## src/verilog/opm_noise_pkg.sv

```systemverilog
package opm_noise_pkg;

    // ####################################################################
    // Host bus
    // ####################################################################

    // Data bus width of the two-step host interface
    localparam int BUS_W = 8;
    // Noise control register address
    localparam logic [BUS_W-1:0] NOISE_ADDR = 8'h0F;
    // Data bit carrying noise enable
    localparam int NE_BIT = 7;
    // Noise frequency field, low bits of the data byte
    localparam int NFRQ_W = 5;

    // ####################################################################
    // Slots and samples
    // ####################################################################

    // 32 operator slots per sample
    localparam int SLOT_W = 5;
    // Operator 31 carries the noise
    localparam logic [SLOT_W-1:0] LAST_SLOT = 5'd31;
    // Envelope attenuation width
    localparam int EG_W = 10;
    // Sample is sign plus magnitude
    localparam int OUT_W = EG_W + 1;

    // Noise shift register length and its seed
    localparam int LFSR_W = 17;
    localparam logic [LFSR_W-1:0] LFSR_INIT = 17'd90;

endpackage

```

## src/verilog/opm_noise_regs.sv

```systemverilog
`timescale 1ns/100ps

module opm_noise_regs (
    input  logic                              clk,
    input  logic                              rst,
    input  logic                              wr,
    input  logic                              a0,
    input  logic [opm_noise_pkg::BUS_W-1:0]   din,
    output logic                              ne,
    output logic [opm_noise_pkg::NFRQ_W-1:0]  nfrq
);

    // ####################################################################
    // Bus decode
    // ####################################################################

    // Latched register address
    logic [opm_noise_pkg::BUS_W-1:0] addr;

    // Address phase strobe
    logic addr_wr;
    // Data phase strobe
    logic data_wr;
    // Latched address points at noise control
    logic noise_sel;

    assign addr_wr   = wr & ~a0;
    assign data_wr   = wr & a0;
    assign noise_sel = (addr == opm_noise_pkg::NOISE_ADDR);

    // Address latch keeps its value across data writes
    // so a run of data writes lands in the same register
    always_ff @(posedge clk or posedge rst) begin
        if (rst) begin
            addr <= '0;
        end else if (addr_wr) begin
            addr <= din;
        end
    end

    // ####################################################################
    // Noise control register
    // ####################################################################

    // Loaded only when the data phase hits the noise address
    // Writes to other addresses fall through untouched
    always_ff @(posedge clk or posedge rst) begin
        if (rst) begin
            ne   <= 1'b0;
            nfrq <= '0;
        end else if (data_wr && noise_sel) begin
            // Enable from the top bit
            ne   <= din[opm_noise_pkg::NE_BIT];
            // Frequency from the low five bits
            nfrq <= din[opm_noise_pkg::NFRQ_W-1:0];
        end
    end

endmodule

```

## src/verilog/opm_slot_seq.sv

```systemverilog
`timescale 1ns/100ps

module opm_slot_seq (
    input  logic clk,
    input  logic rst,
    input  logic cen,
    output logic op31,
    output logic smp
);

    // ####################################################################
    // Slot counter
    // ####################################################################

    // Current operator slot
    logic [opm_noise_pkg::SLOT_W-1:0] slot;

    // One slot per clock enable
    // wraps back to slot 0 after operator 31
    always_ff @(posedge clk or posedge rst) begin
        if (rst) begin
            slot <= '0;
        end else if (cen) begin
            if (slot == opm_noise_pkg::LAST_SLOT) begin
                slot <= '0;
            end else begin
                slot <= slot + 1'b1;
            end
        end
    end

    // Level flag for the noise slot
    // No register here so the noise block sees it in the same cycle
    assign op31 = (slot == opm_noise_pkg::LAST_SLOT);

    // ####################################################################
    // Sample pulse
    // ####################################################################

    // Registered on the same edge that loads the noise sample
    // One pulse every 32 enables
    always_ff @(posedge clk or posedge rst) begin
        if (rst) begin
            smp <= 1'b0;
        end else begin
            smp <= cen & op31;
        end
    end

endmodule

```

## src/verilog/opm_noise_lfsr.sv

```systemverilog
`timescale 1ns/100ps

module opm_noise_lfsr (
    input  logic clk,
    input  logic rst,
    input  logic cen,
    input  logic base,
    output logic sign
);

    // ####################################################################
    // Noise shift register
    // ####################################################################

    // 17 stages, shifting toward bit 0
    logic [opm_noise_pkg::LFSR_W-1:0] lfsr;

    // Feedback into the top stage
    logic fb;

    // Inverted XOR of taps 0 and 3
    // the inversion keeps an all-zero state from locking up
    assign fb = ~(lfsr[0] ^ lfsr[3]);

    // Seeded at reset, never cleared afterwards
    // Advances once per base pulse
    always_ff @(posedge clk or posedge rst) begin
        if (rst) begin
            lfsr <= opm_noise_pkg::LFSR_INIT;
        end else if (cen && base) begin
            lfsr <= {fb, lfsr[opm_noise_pkg::LFSR_W-1:1]};
        end
    end

    // ####################################################################
    // Output
    // ####################################################################

    // Random sign taken from the bottom stage
    // A sample formed on the base edge still sees the state before the shift
    assign sign = lfsr[0];

endmodule

```

## src/verilog/opm_noise.sv

```systemverilog
`timescale 1ns/100ps

module opm_noise (
    input  logic                              clk,
    input  logic                              rst,
    input  logic                              cen,
    input  logic                              op31,
    input  logic                              ne,
    input  logic [opm_noise_pkg::NFRQ_W-1:0]  nfrq,
    input  logic [opm_noise_pkg::EG_W-1:0]    eg,
    output logic [opm_noise_pkg::OUT_W-1:0]   out
);

    // ####################################################################
    // Rate divider
    // ####################################################################

    // Divider counter, one bit narrower than nfrq
    logic [opm_noise_pkg::NFRQ_W-2:0] cnt;
    // Shift request for the LFSR
    logic                             base;
    // Random sign from the LFSR
    logic                             sign;

    // Active step of the noise slot
    logic step;
    // Counter at its last state
    logic cnt_full;

    assign step     = cen & op31 & ne;
    assign cnt_full = &cnt;

    // Counts slot-31 steps and reloads from nfrq on overflow
    // nfrq[0] gives no extra resolution
    // nfrq 31 trips every sample, nfrq 0 and 1 every 16 samples
    always_ff @(posedge clk or posedge rst) begin
        if (rst) begin
            cnt <= '0;
        end else if (step) begin
            if (cnt_full) begin
                cnt <= nfrq[opm_noise_pkg::NFRQ_W-1:1];
            end else begin
                cnt <= cnt + 1'b1;
            end
        end
    end

    // Base is a single enable wide
    // raised on an overflowing step and dropped on the next enable
    always_ff @(posedge clk or posedge rst) begin
        if (rst) begin
            base <= 1'b0;
        end else if (cen) begin
            base <= step & cnt_full;
        end
    end

    // ####################################################################
    // Random source
    // ####################################################################

    opm_noise_lfsr u_lfsr (
        .clk  (clk),
        .rst  (rst),
        .cen  (cen),
        .base (base),
        .sign (sign)
    );

    // ####################################################################
    // Sample former
    // ####################################################################

    // Sign on top, attenuation flipped when the sign is low
    // Parked at zero while noise is disabled
    always_ff @(posedge clk or posedge rst) begin
        if (rst) begin
            out <= '0;
        end else if (cen && op31) begin
            if (ne) begin
                out <= {sign, {opm_noise_pkg::EG_W{~sign}} ^ eg};
            end else begin
                out <= '0;
            end
        end
    end

endmodule

```

## src/verilog/opm_noise_top.sv

```systemverilog
`timescale 1ns/100ps

module opm_noise_top (
    input  logic                              clk,
    input  logic                              rst,
    input  logic                              cen,
    input  logic                              wr,
    input  logic                              a0,
    input  logic [opm_noise_pkg::BUS_W-1:0]   din,
    input  logic [opm_noise_pkg::EG_W-1:0]    eg,
    output logic [opm_noise_pkg::OUT_W-1:0]   out,
    output logic                              smp
);

    // ####################################################################
    // Internal wiring
    // ####################################################################

    // Noise control from the register block
    logic                             ne;
    logic [opm_noise_pkg::NFRQ_W-1:0] nfrq;

    // Noise slot flag from the sequencer
    logic                             op31;

    // ####################################################################
    // Host registers
    // ####################################################################

    // Address write then data write
    opm_noise_regs u_regs (
        .clk  (clk),
        .rst  (rst),
        .wr   (wr),
        .a0   (a0),
        .din  (din),
        .ne   (ne),
        .nfrq (nfrq)
    );

    // ####################################################################
    // Slot sequencer
    // ####################################################################

    // Walks the 32 slots and flags operator 31
    // smp leaves on the same edge as out
    opm_slot_seq u_seq (
        .clk  (clk),
        .rst  (rst),
        .cen  (cen),
        .op31 (op31),
        .smp  (smp)
    );

    // ####################################################################
    // Noise generator
    // ####################################################################

    // eg belongs to operator 31 and is sampled on its enable
    opm_noise u_noise (
        .clk  (clk),
        .rst  (rst),
        .cen  (cen),
        .op31 (op31),
        .ne   (ne),
        .nfrq (nfrq),
        .eg   (eg),
        .out  (out)
    );

endmodule

```

## config.mk

```make
export PLATFORM = sky130hd
export DESIGN_NAME = opm_noise_top
export DESIGN_NICKNAME = d
export VERILOG_FILES = /design/src/verilog/opm_noise_pkg.sv /design/src/verilog/opm_noise_regs.sv /design/src/verilog/opm_slot_seq.sv /design/src/verilog/opm_noise_lfsr.sv /design/src/verilog/opm_noise.sv /design/src/verilog/opm_noise_top.sv
export SDC_FILE = /design/constraint.sdc
export NUM_CORES = 1
export LEC_CHECK = 0
export ABC_AREA = 1
export BUFFER_PORTS_ARGS = -buffer_cell sky130_fd_sc_hd__buf_4
export CAP_MARGIN = 25
export CORE_MARGIN = 2
export CORE_UTILIZATION = 53
export DETAILED_ROUTE_END_ITERATION = 16
export HOLD_SLACK_MARGIN = 0.15
export PLACE_DENSITY = 0.86
export RECOVER_POWER = 50
export SKIP_LAST_GASP = 1
export SLEW_MARGIN = 40
export SYNTH_ARGS = -nofsm -noshare
export SYNTH_HDL_FRONTEND = slang
export SYNTH_HIERARCHICAL = 1
export SYNTH_SLANG_ARGS = --single-unit
export TNS_END_PERCENT = 5
```

## constraint.sdc

```tcl
create_clock -name clk -period 2.1 [get_ports clk]
set_input_delay 0.42 -clock clk [delete_from_list [all_inputs] [get_ports clk]]
set_output_delay 0.42 -clock clk [all_outputs]
set_load 0.02 [all_outputs]
```

==> results of run 1 <==
-- worst min-delay path, cell delays in order --
cell     delay [ps]
buf_4            80
nand3_1          60
nand2_1          60
-- report_power, final --
part | internal, mW | switching (mW)
combinational | 0.105 | 0.139
clock | 0.476 | 0.310
sequential | 1.07 | 0.0611
total | 1.66 | 0.510
-- cell usage in the layout, fill, tap and decap left out, drive strengths merged --
| master | count |
|---|---|
| nand3 | 11 |
| dfrtp | 48 |
| a21oi | 4 |
| dfstp | 4 |
| and3 | 1 |
| bufinv | 2 |
| nand2 | 107 |
| dlygate4sd3 | 1 |
| o21ai | 18 |
| clkbuf | 8 |
| a22o | 1 |
| xor2 | 11 |
| o22ai | 1 |
| buf | 32 |
| clkinv | 1 |
| inv | 20 |
| ha | 4 |
| nor2 | 16 |
| nand4 | 6 |
-- how the worst max path moves through the flow --
stage | end | slack, ps | from
2_1_floorplan | u_noise/out[10]$_DFFE_PP0P_ | 580 | u_seq/slot[0]$_DFFE_PP0P_
3_3_place_gp | u_noise/out[10]$_DFFE_PP0P_ | 450 | u_seq/slot[0]$_DFFE_PP0P_
3_5_place_dp | u_noise/out[10]$_DFFE_PP0P_ | 400 | u_seq/slot[0]$_DFFE_PP0P_
4_1_cts | u_noise/out[10]$_DFFE_PP0P_ | 390 | u_seq/slot[0]$_DFFE_PP0P_
5_1_grt | u_noise/out[10]$_DFFE_PP0P_ | 330 | u_seq/slot[0]$_DFFE_PP0P_
6_report | u_noise/out[10]$_DFFE_PP0P_ | 390 | u_seq/slot[0]$_DFFE_PP0P_
-- registers in the layout (all words and copies together), names as in the netlist --
signal               count
u_noise/u_lfsr/lfsr     17
u_noise/out             11
u_regs/addr              8
u_seq/slot               5
u_noise/cnt              4
u_regs/nfrq              4
u_noise/base             1
u_regs/ne                1
u_seq/smp                1
-- routing by layer --
layer,vias to the layer above,GRT usage [%],wire length [um]
li1,887,-,-
met1,817,20.9,1840
met2,39,29.1,1920
met3,7,4.78,218
met4,0,7.34,53
met5,-,0,0
-- metrics by stage --
| stage | cell area, um2 | std cells | hold WS (ps) |
|---|---|---|---|
| after detailed placement | 2660 | 339 | 378 |
| after CTS | 2800 | 348 | 340 |
| final | 2760 | 348 | 349 |
| after floorplan | 2420 | 260 | 211 |
| after global placement | 2660 | 339 | 377 |
| after global routing | 2760 | 348 | 356 |
-- area by class of cell --
class	instances	area (um2)	share of cell area, %
flip-flops and latches	52	1310	47.4
multi-input cells	180	911	33.0
repair buffers	35	258	9.35
inverters	21	85.1	3.09
clock buffers	6	72.6	2.63
well taps	52	65.1	2.36
clock inverters	2	60.1	2.18
==> results.py, run 1 <==
metrics = {
    "power": {
        "total_power_mw": 2.17,
        "peakVddDrop_mv": 0.448,
        "p_leak_nw": 1.50,
        "powerDensity_nw_per_um2": 785,
    },
    "placement": {
        "gp_congestion": 0.813,
        "place_ws_ps": 403,
        "port_buffers": 34,
        "hpwl_um": 2840,
    },
    "worst_setup_path": {
        "worst-r2r-cell-count": 5,
        "cp_slowest_cell": "dfrtp_1",
        "worst_path_most_repeated_cell": "ha_1",
        "rr_endpoint": "u_noise/out[10]$_DFFE_PP0P_",
        "max_stage_delay_ps": 410,
        "r2r-start": "u_seq/slot[0]$_DFFE_PP0P_",
        "end_kind": "register",
        "path_class": "register to register",
        "critical_path.max_fanout": 11,
        "cp.required_ps": 2300,
        "cp-start-kind": "register",
        "critical_path_buf_inv_count": 0,
        "cp_cell_sequence": "ha_1 -> and3_1 -> ha_1 -> nand2_1 -> a22o_1",
        "worst_ep_arrival_time_ps": 1910,
        "path_depth": 5,
        "r2r_slack_ps": 390,
        "path_delay_family": "simple AND/OR/NAND/NOR gates",
    },
    "drt": {
        "vias_per_cell": 5.03,
        "wl_per_cell_um": 11.6,
        "ant_nets": 0,
        "num_vias": 1750,
        "drtPass1Iterations": 4,
        "drc": 0,
        "wl_um": 4030,
        "drtIter0Drc": 101,
    },
    "clock_network": {
        "hold_buffers": 1,
        "clockRootBuffer": "clkbuf_8",
        "cts_buffers": 5,
        "clock_latency_ps": 300,
        "clock_sinks": 52,
        "postCtsSetupBuffers": 0,
        "cts_tree": "built",
        "cts_buffer_depth": 2,
        "cts_max_level": 2,
        "clk_pin_slew_worst_paths_ps": 90,
        "post_cts_resized": 0,
    },
    "worst_hold_path": {
        "worstHoldPathCells": 3,
        "min_path_type": "input pin to register",
        "whs_endpoint": "u_regs/addr[0]$_DFFE_PP0P_",
        "hold_path_startpoint": "din[0]",
    },
    "global_route": {
        "grt_max_degree": 19,
        "grt_pass1_vias": 1649,
        "track_usage_pct": 17.3,
        "antenna_found_initial": 0,
        "grt_overflow": 0,
        "grt_pass1_wl_um": 6920,
    },
    "cells_and_area": {
        "postLayoutCoreUtil_pct": 62.9,
        "fillers": 373,
        "final_nets": 322,
        "drive_above_1_share_pct": 19.3,
        "area_delta_synth_final_pct": 14.1,
        "diodes": 0,
    },
    "sta": {
        "fin_setup_tns_ps": 0,
        "clock.fmax_ghz": 0.585,
        "slew_headroom_pct": 56.6,
        "slew_violations": 0,
        "setup_viol": 0,
        "worst_pin_slew_ps": 650,
        "fin_skew_ps": 7.81,
        "hold_violations": 0,
        "rsz0062_at_grt": "no",
        "fin_crit_sh_pct": 81.3,
        "fin_crit_ps": 1710,
        "layout_setup_ws_ps": 392,
    },
    "die": {
        "row_count": 24,
        "dieArea_um2": 5110,
        "die_x_um": 71.5,
        "die_h_um": 71.5,
        "ios": 35,
        "initial_utilization_pct": 55.1,
        "coreArea_um2": 4380,
    },
    "synth": {
        "synthCells": 260,
        "synth_area_um2": 2420,
        "synth.avg_cell_area_um2": 9.29,
        "synth_nets": 287,
        "yosys_warnings": 6,
    },
    "status": {
        "outcome": "completed",
    },
    "flow_run": {
        "cap_violations": 0,
    },
}
No activity file was read; power rests on OpenSTA's default activity.
==> inputs of run 2 (changes only) <==
--- a/config.mk
+++ b/config.mk
@@ -9,7 +9,7 @@
 export BUFFER_PORTS_ARGS = -buffer_cell sky130_fd_sc_hd__buf_4
 export CAP_MARGIN = 25
 export CORE_MARGIN = 2
-export CORE_UTILIZATION = 53
+export CORE_UTILIZATION = 51
 export DETAILED_ROUTE_END_ITERATION = 16
 export HOLD_SLACK_MARGIN = 0.15
 export PLACE_DENSITY = 0.86
==> constraint.sdc (replaced) <==
create_clock -name clk -period 1.4 [get_ports clk]
set_input_delay 0.28 -clock clk [delete_from_list [all_inputs] [get_ports clk]]
set_output_delay 0.28 -clock clk [all_outputs]
set_load 0.02 [all_outputs]
==> results.py, run 2 (same netlist as run 1, synthesis figures left out) <==
metrics = {
    "clock_network": {
        "clockRootBuffer": "clkbuf_8",
        "clock_sinks": 52,
        "cts_buffers": 5,
        "cts_max_level": 2,
        "clock_latency_ps": 310,
        "cts_buffer_depth": 2,
        "clk_pin_slew_worst_paths_ps": 100,
        "cts_tree": "built",
    },
    "cells_and_area": {
        "diodes": 0,
        "largest_reg_flops": 17,
        "drive_above_1_share_pct": 26.6,
        "final_nets": 334,
        "final_cell_area_um2": 2880,
        "mostFrequentLayoutCells": "nand2_1 (98), dfrtp_1 (48), buf_4 (40)",
        "area_delta_synth_final_pct": 19.1,
        "top_register": "u_noise/u_lfsr/lfsr",
        "fillers": 414,
        "largestRegisters": "u_noise/u_lfsr/lfsr: 17 flops, u_noise/out: 11 flops, u_regs/addr: 8 flops",
        "final_common_cell": "nand2_1",
    },
    "power": {
        "total_power_mw": 3.06,
        "powerDensity_nw_per_um2": 1060,
        "peakVddDrop_mv": 0.500,
        "p_leak_nw": 1.55,
    },
    "global_route": {
        "use_met3_pct": 4.97,
        "grt_pass1_vias": 1709,
        "grt_max_degree": 19,
        "track_usage_pct": 17.7,
        "grt.busiest_layer": "met2",
        "antenna_found_initial": 0,
        "grt_pass1_wl_um": 7330,
        "gr-usage-met1_pct": 22.2,
        "grt_overflow": 0,
        "grt_util_met2_pct": 29.7,
    },
    "worst_hold_path": {
        "min_path_type": "input pin to register",
    },
    "sta": {
        "slew_headroom_pct": 57.9,
        "clock.fmax_ghz": 0.686,
        "hold_violations": 0,
        "rsz0062_at_grt": "yes",
        "slew_violations": 0,
        "layout_setup_ws_ps": -58.2,
        "fin_crit_ps": 1460,
        "setup_viol": 5,
        "worst_pin_slew_ps": 631,
        "fin_crit_sh_pct": 104,
        "fin_skew_ps": 10.3,
        "fin_setup_tns_ps": -125,
        "fin_hold_ws_ps": 193,
    },
    "status": {
        "violations": "setup timing",
        "outcome": "finished, violations left",
    },
    "drt": {
        "vias_per_cell": 4.92,
        "num_vias": 1780,
        "ant_nets": 0,
        "drtIter0Drc": 107,
        "drtPass1Iterations": 4,
        "drc": 0,
        "wl_per_cell_um": 11.9,
        "wl_um": 4300,
    },
    "worst_setup_path": {
        "worst_ep_arrival_time_ps": 1690,
        "end_kind": "register",
        "critical_path.max_fanout": 7,
        "cp.required_ps": 1630,
        "cp-start-kind": "register",
        "path_class": "register to register",
    },
    "die": {
        "dieArea_um2": 5300,
        "die_x_um": 72.8,
        "initial_utilization_pct": 52.2,
        "ios": 35,
        "die_h_um": 72.8,
        "coreArea_um2": 4630,
        "row_count": 25,
    },
    "placement": {
        "gp_congestion": 0.804,
        "placed_cell_area_um2": 2740,
        "port_buffers": 34,
        "hpwl_um": 3040,
    },
    "flow_run": {
        "cap_violations": 0,
    },
}
run 2: timing repair:
action                                  4_1_cts  5_1_grt
endpoints found under the setup margin        7       16
cloned                                        1        0
hold buffers                                  1        0
buffers inserted                              3        1
pin swaps                                     1        2
resized for setup                             1        6
endpoints found under the hold margin        48        0
run 2: routing by layer:
layer  wire length (um)  vias up
li1                   -      914
met1               1920      821
met2               2170       43
met3                193        2
met4                 18        0
met5                  0        -
run 2: layout make-up:
class,count,area [um2],area share [%]
sequential,52,1310,45.4
clock buffer,5,68.8,2.39
tap,54,67.6,2.35
multi-input combinational,181,981,34.1
inverter,21,88.8,3.09
clock inverter,3,25.0,0.870
timing repair buffer,46,339,11.8
run 2: stage by stage:
stage                     instances  utilization (%)  setup WS, ps
after floorplan                 260                -          2.62
after global placement          348             59.1         -5.91
after detailed placement        348             59.1         -47.8
after CTS                       361             62.2         -22.9
after global routing            362             62.1          -121
final                           362             62.1         -58.2
run 2: critical path, cell delays in order, from the launching register on:
cell and delay (ps):
dfrtp_1 370, ha_2 180, and3_4 190, ha_4 160
nand3_4 140, buf_4 190, o21ai_2 150
run 2: power breakdown:
group          internal (mW)  switching, mW  leakage, nW
sequential              1.61         0.0976        0.678
clock                  0.365          0.518       0.0452
combinational          0.225          0.239        0.831
total                   2.20          0.854         1.55
run 2: worst paths after layout:
path	startpoint	end	slack (ps)	cells after the start
worst max register to register	u_seq/slot[1]$_DFFE_PP0P_	u_noise/out[3]$_DFFE_PP0P_	-60	6
worst min register to register	u_noise/u_lfsr/lfsr[14]$_DFFE_PP0P_	u_noise/u_lfsr/lfsr[13]$_DFFE_PP0P_	470	2
min in group asynchronous	rst	u_seq/slot[0]$_DFFE_PP0P_	460	3
max in group asynchronous	rst	u_noise/u_lfsr/lfsr[6]$_DFFE_PP1P_	440	4
worst max-delay path	u_seq/slot[1]$_DFFE_PP0P_	u_noise/out[3]$_DFFE_PP0P_	-60	6
worst min-delay path	din[6]	u_regs/addr[6]$_DFFE_PP0P_	190	3
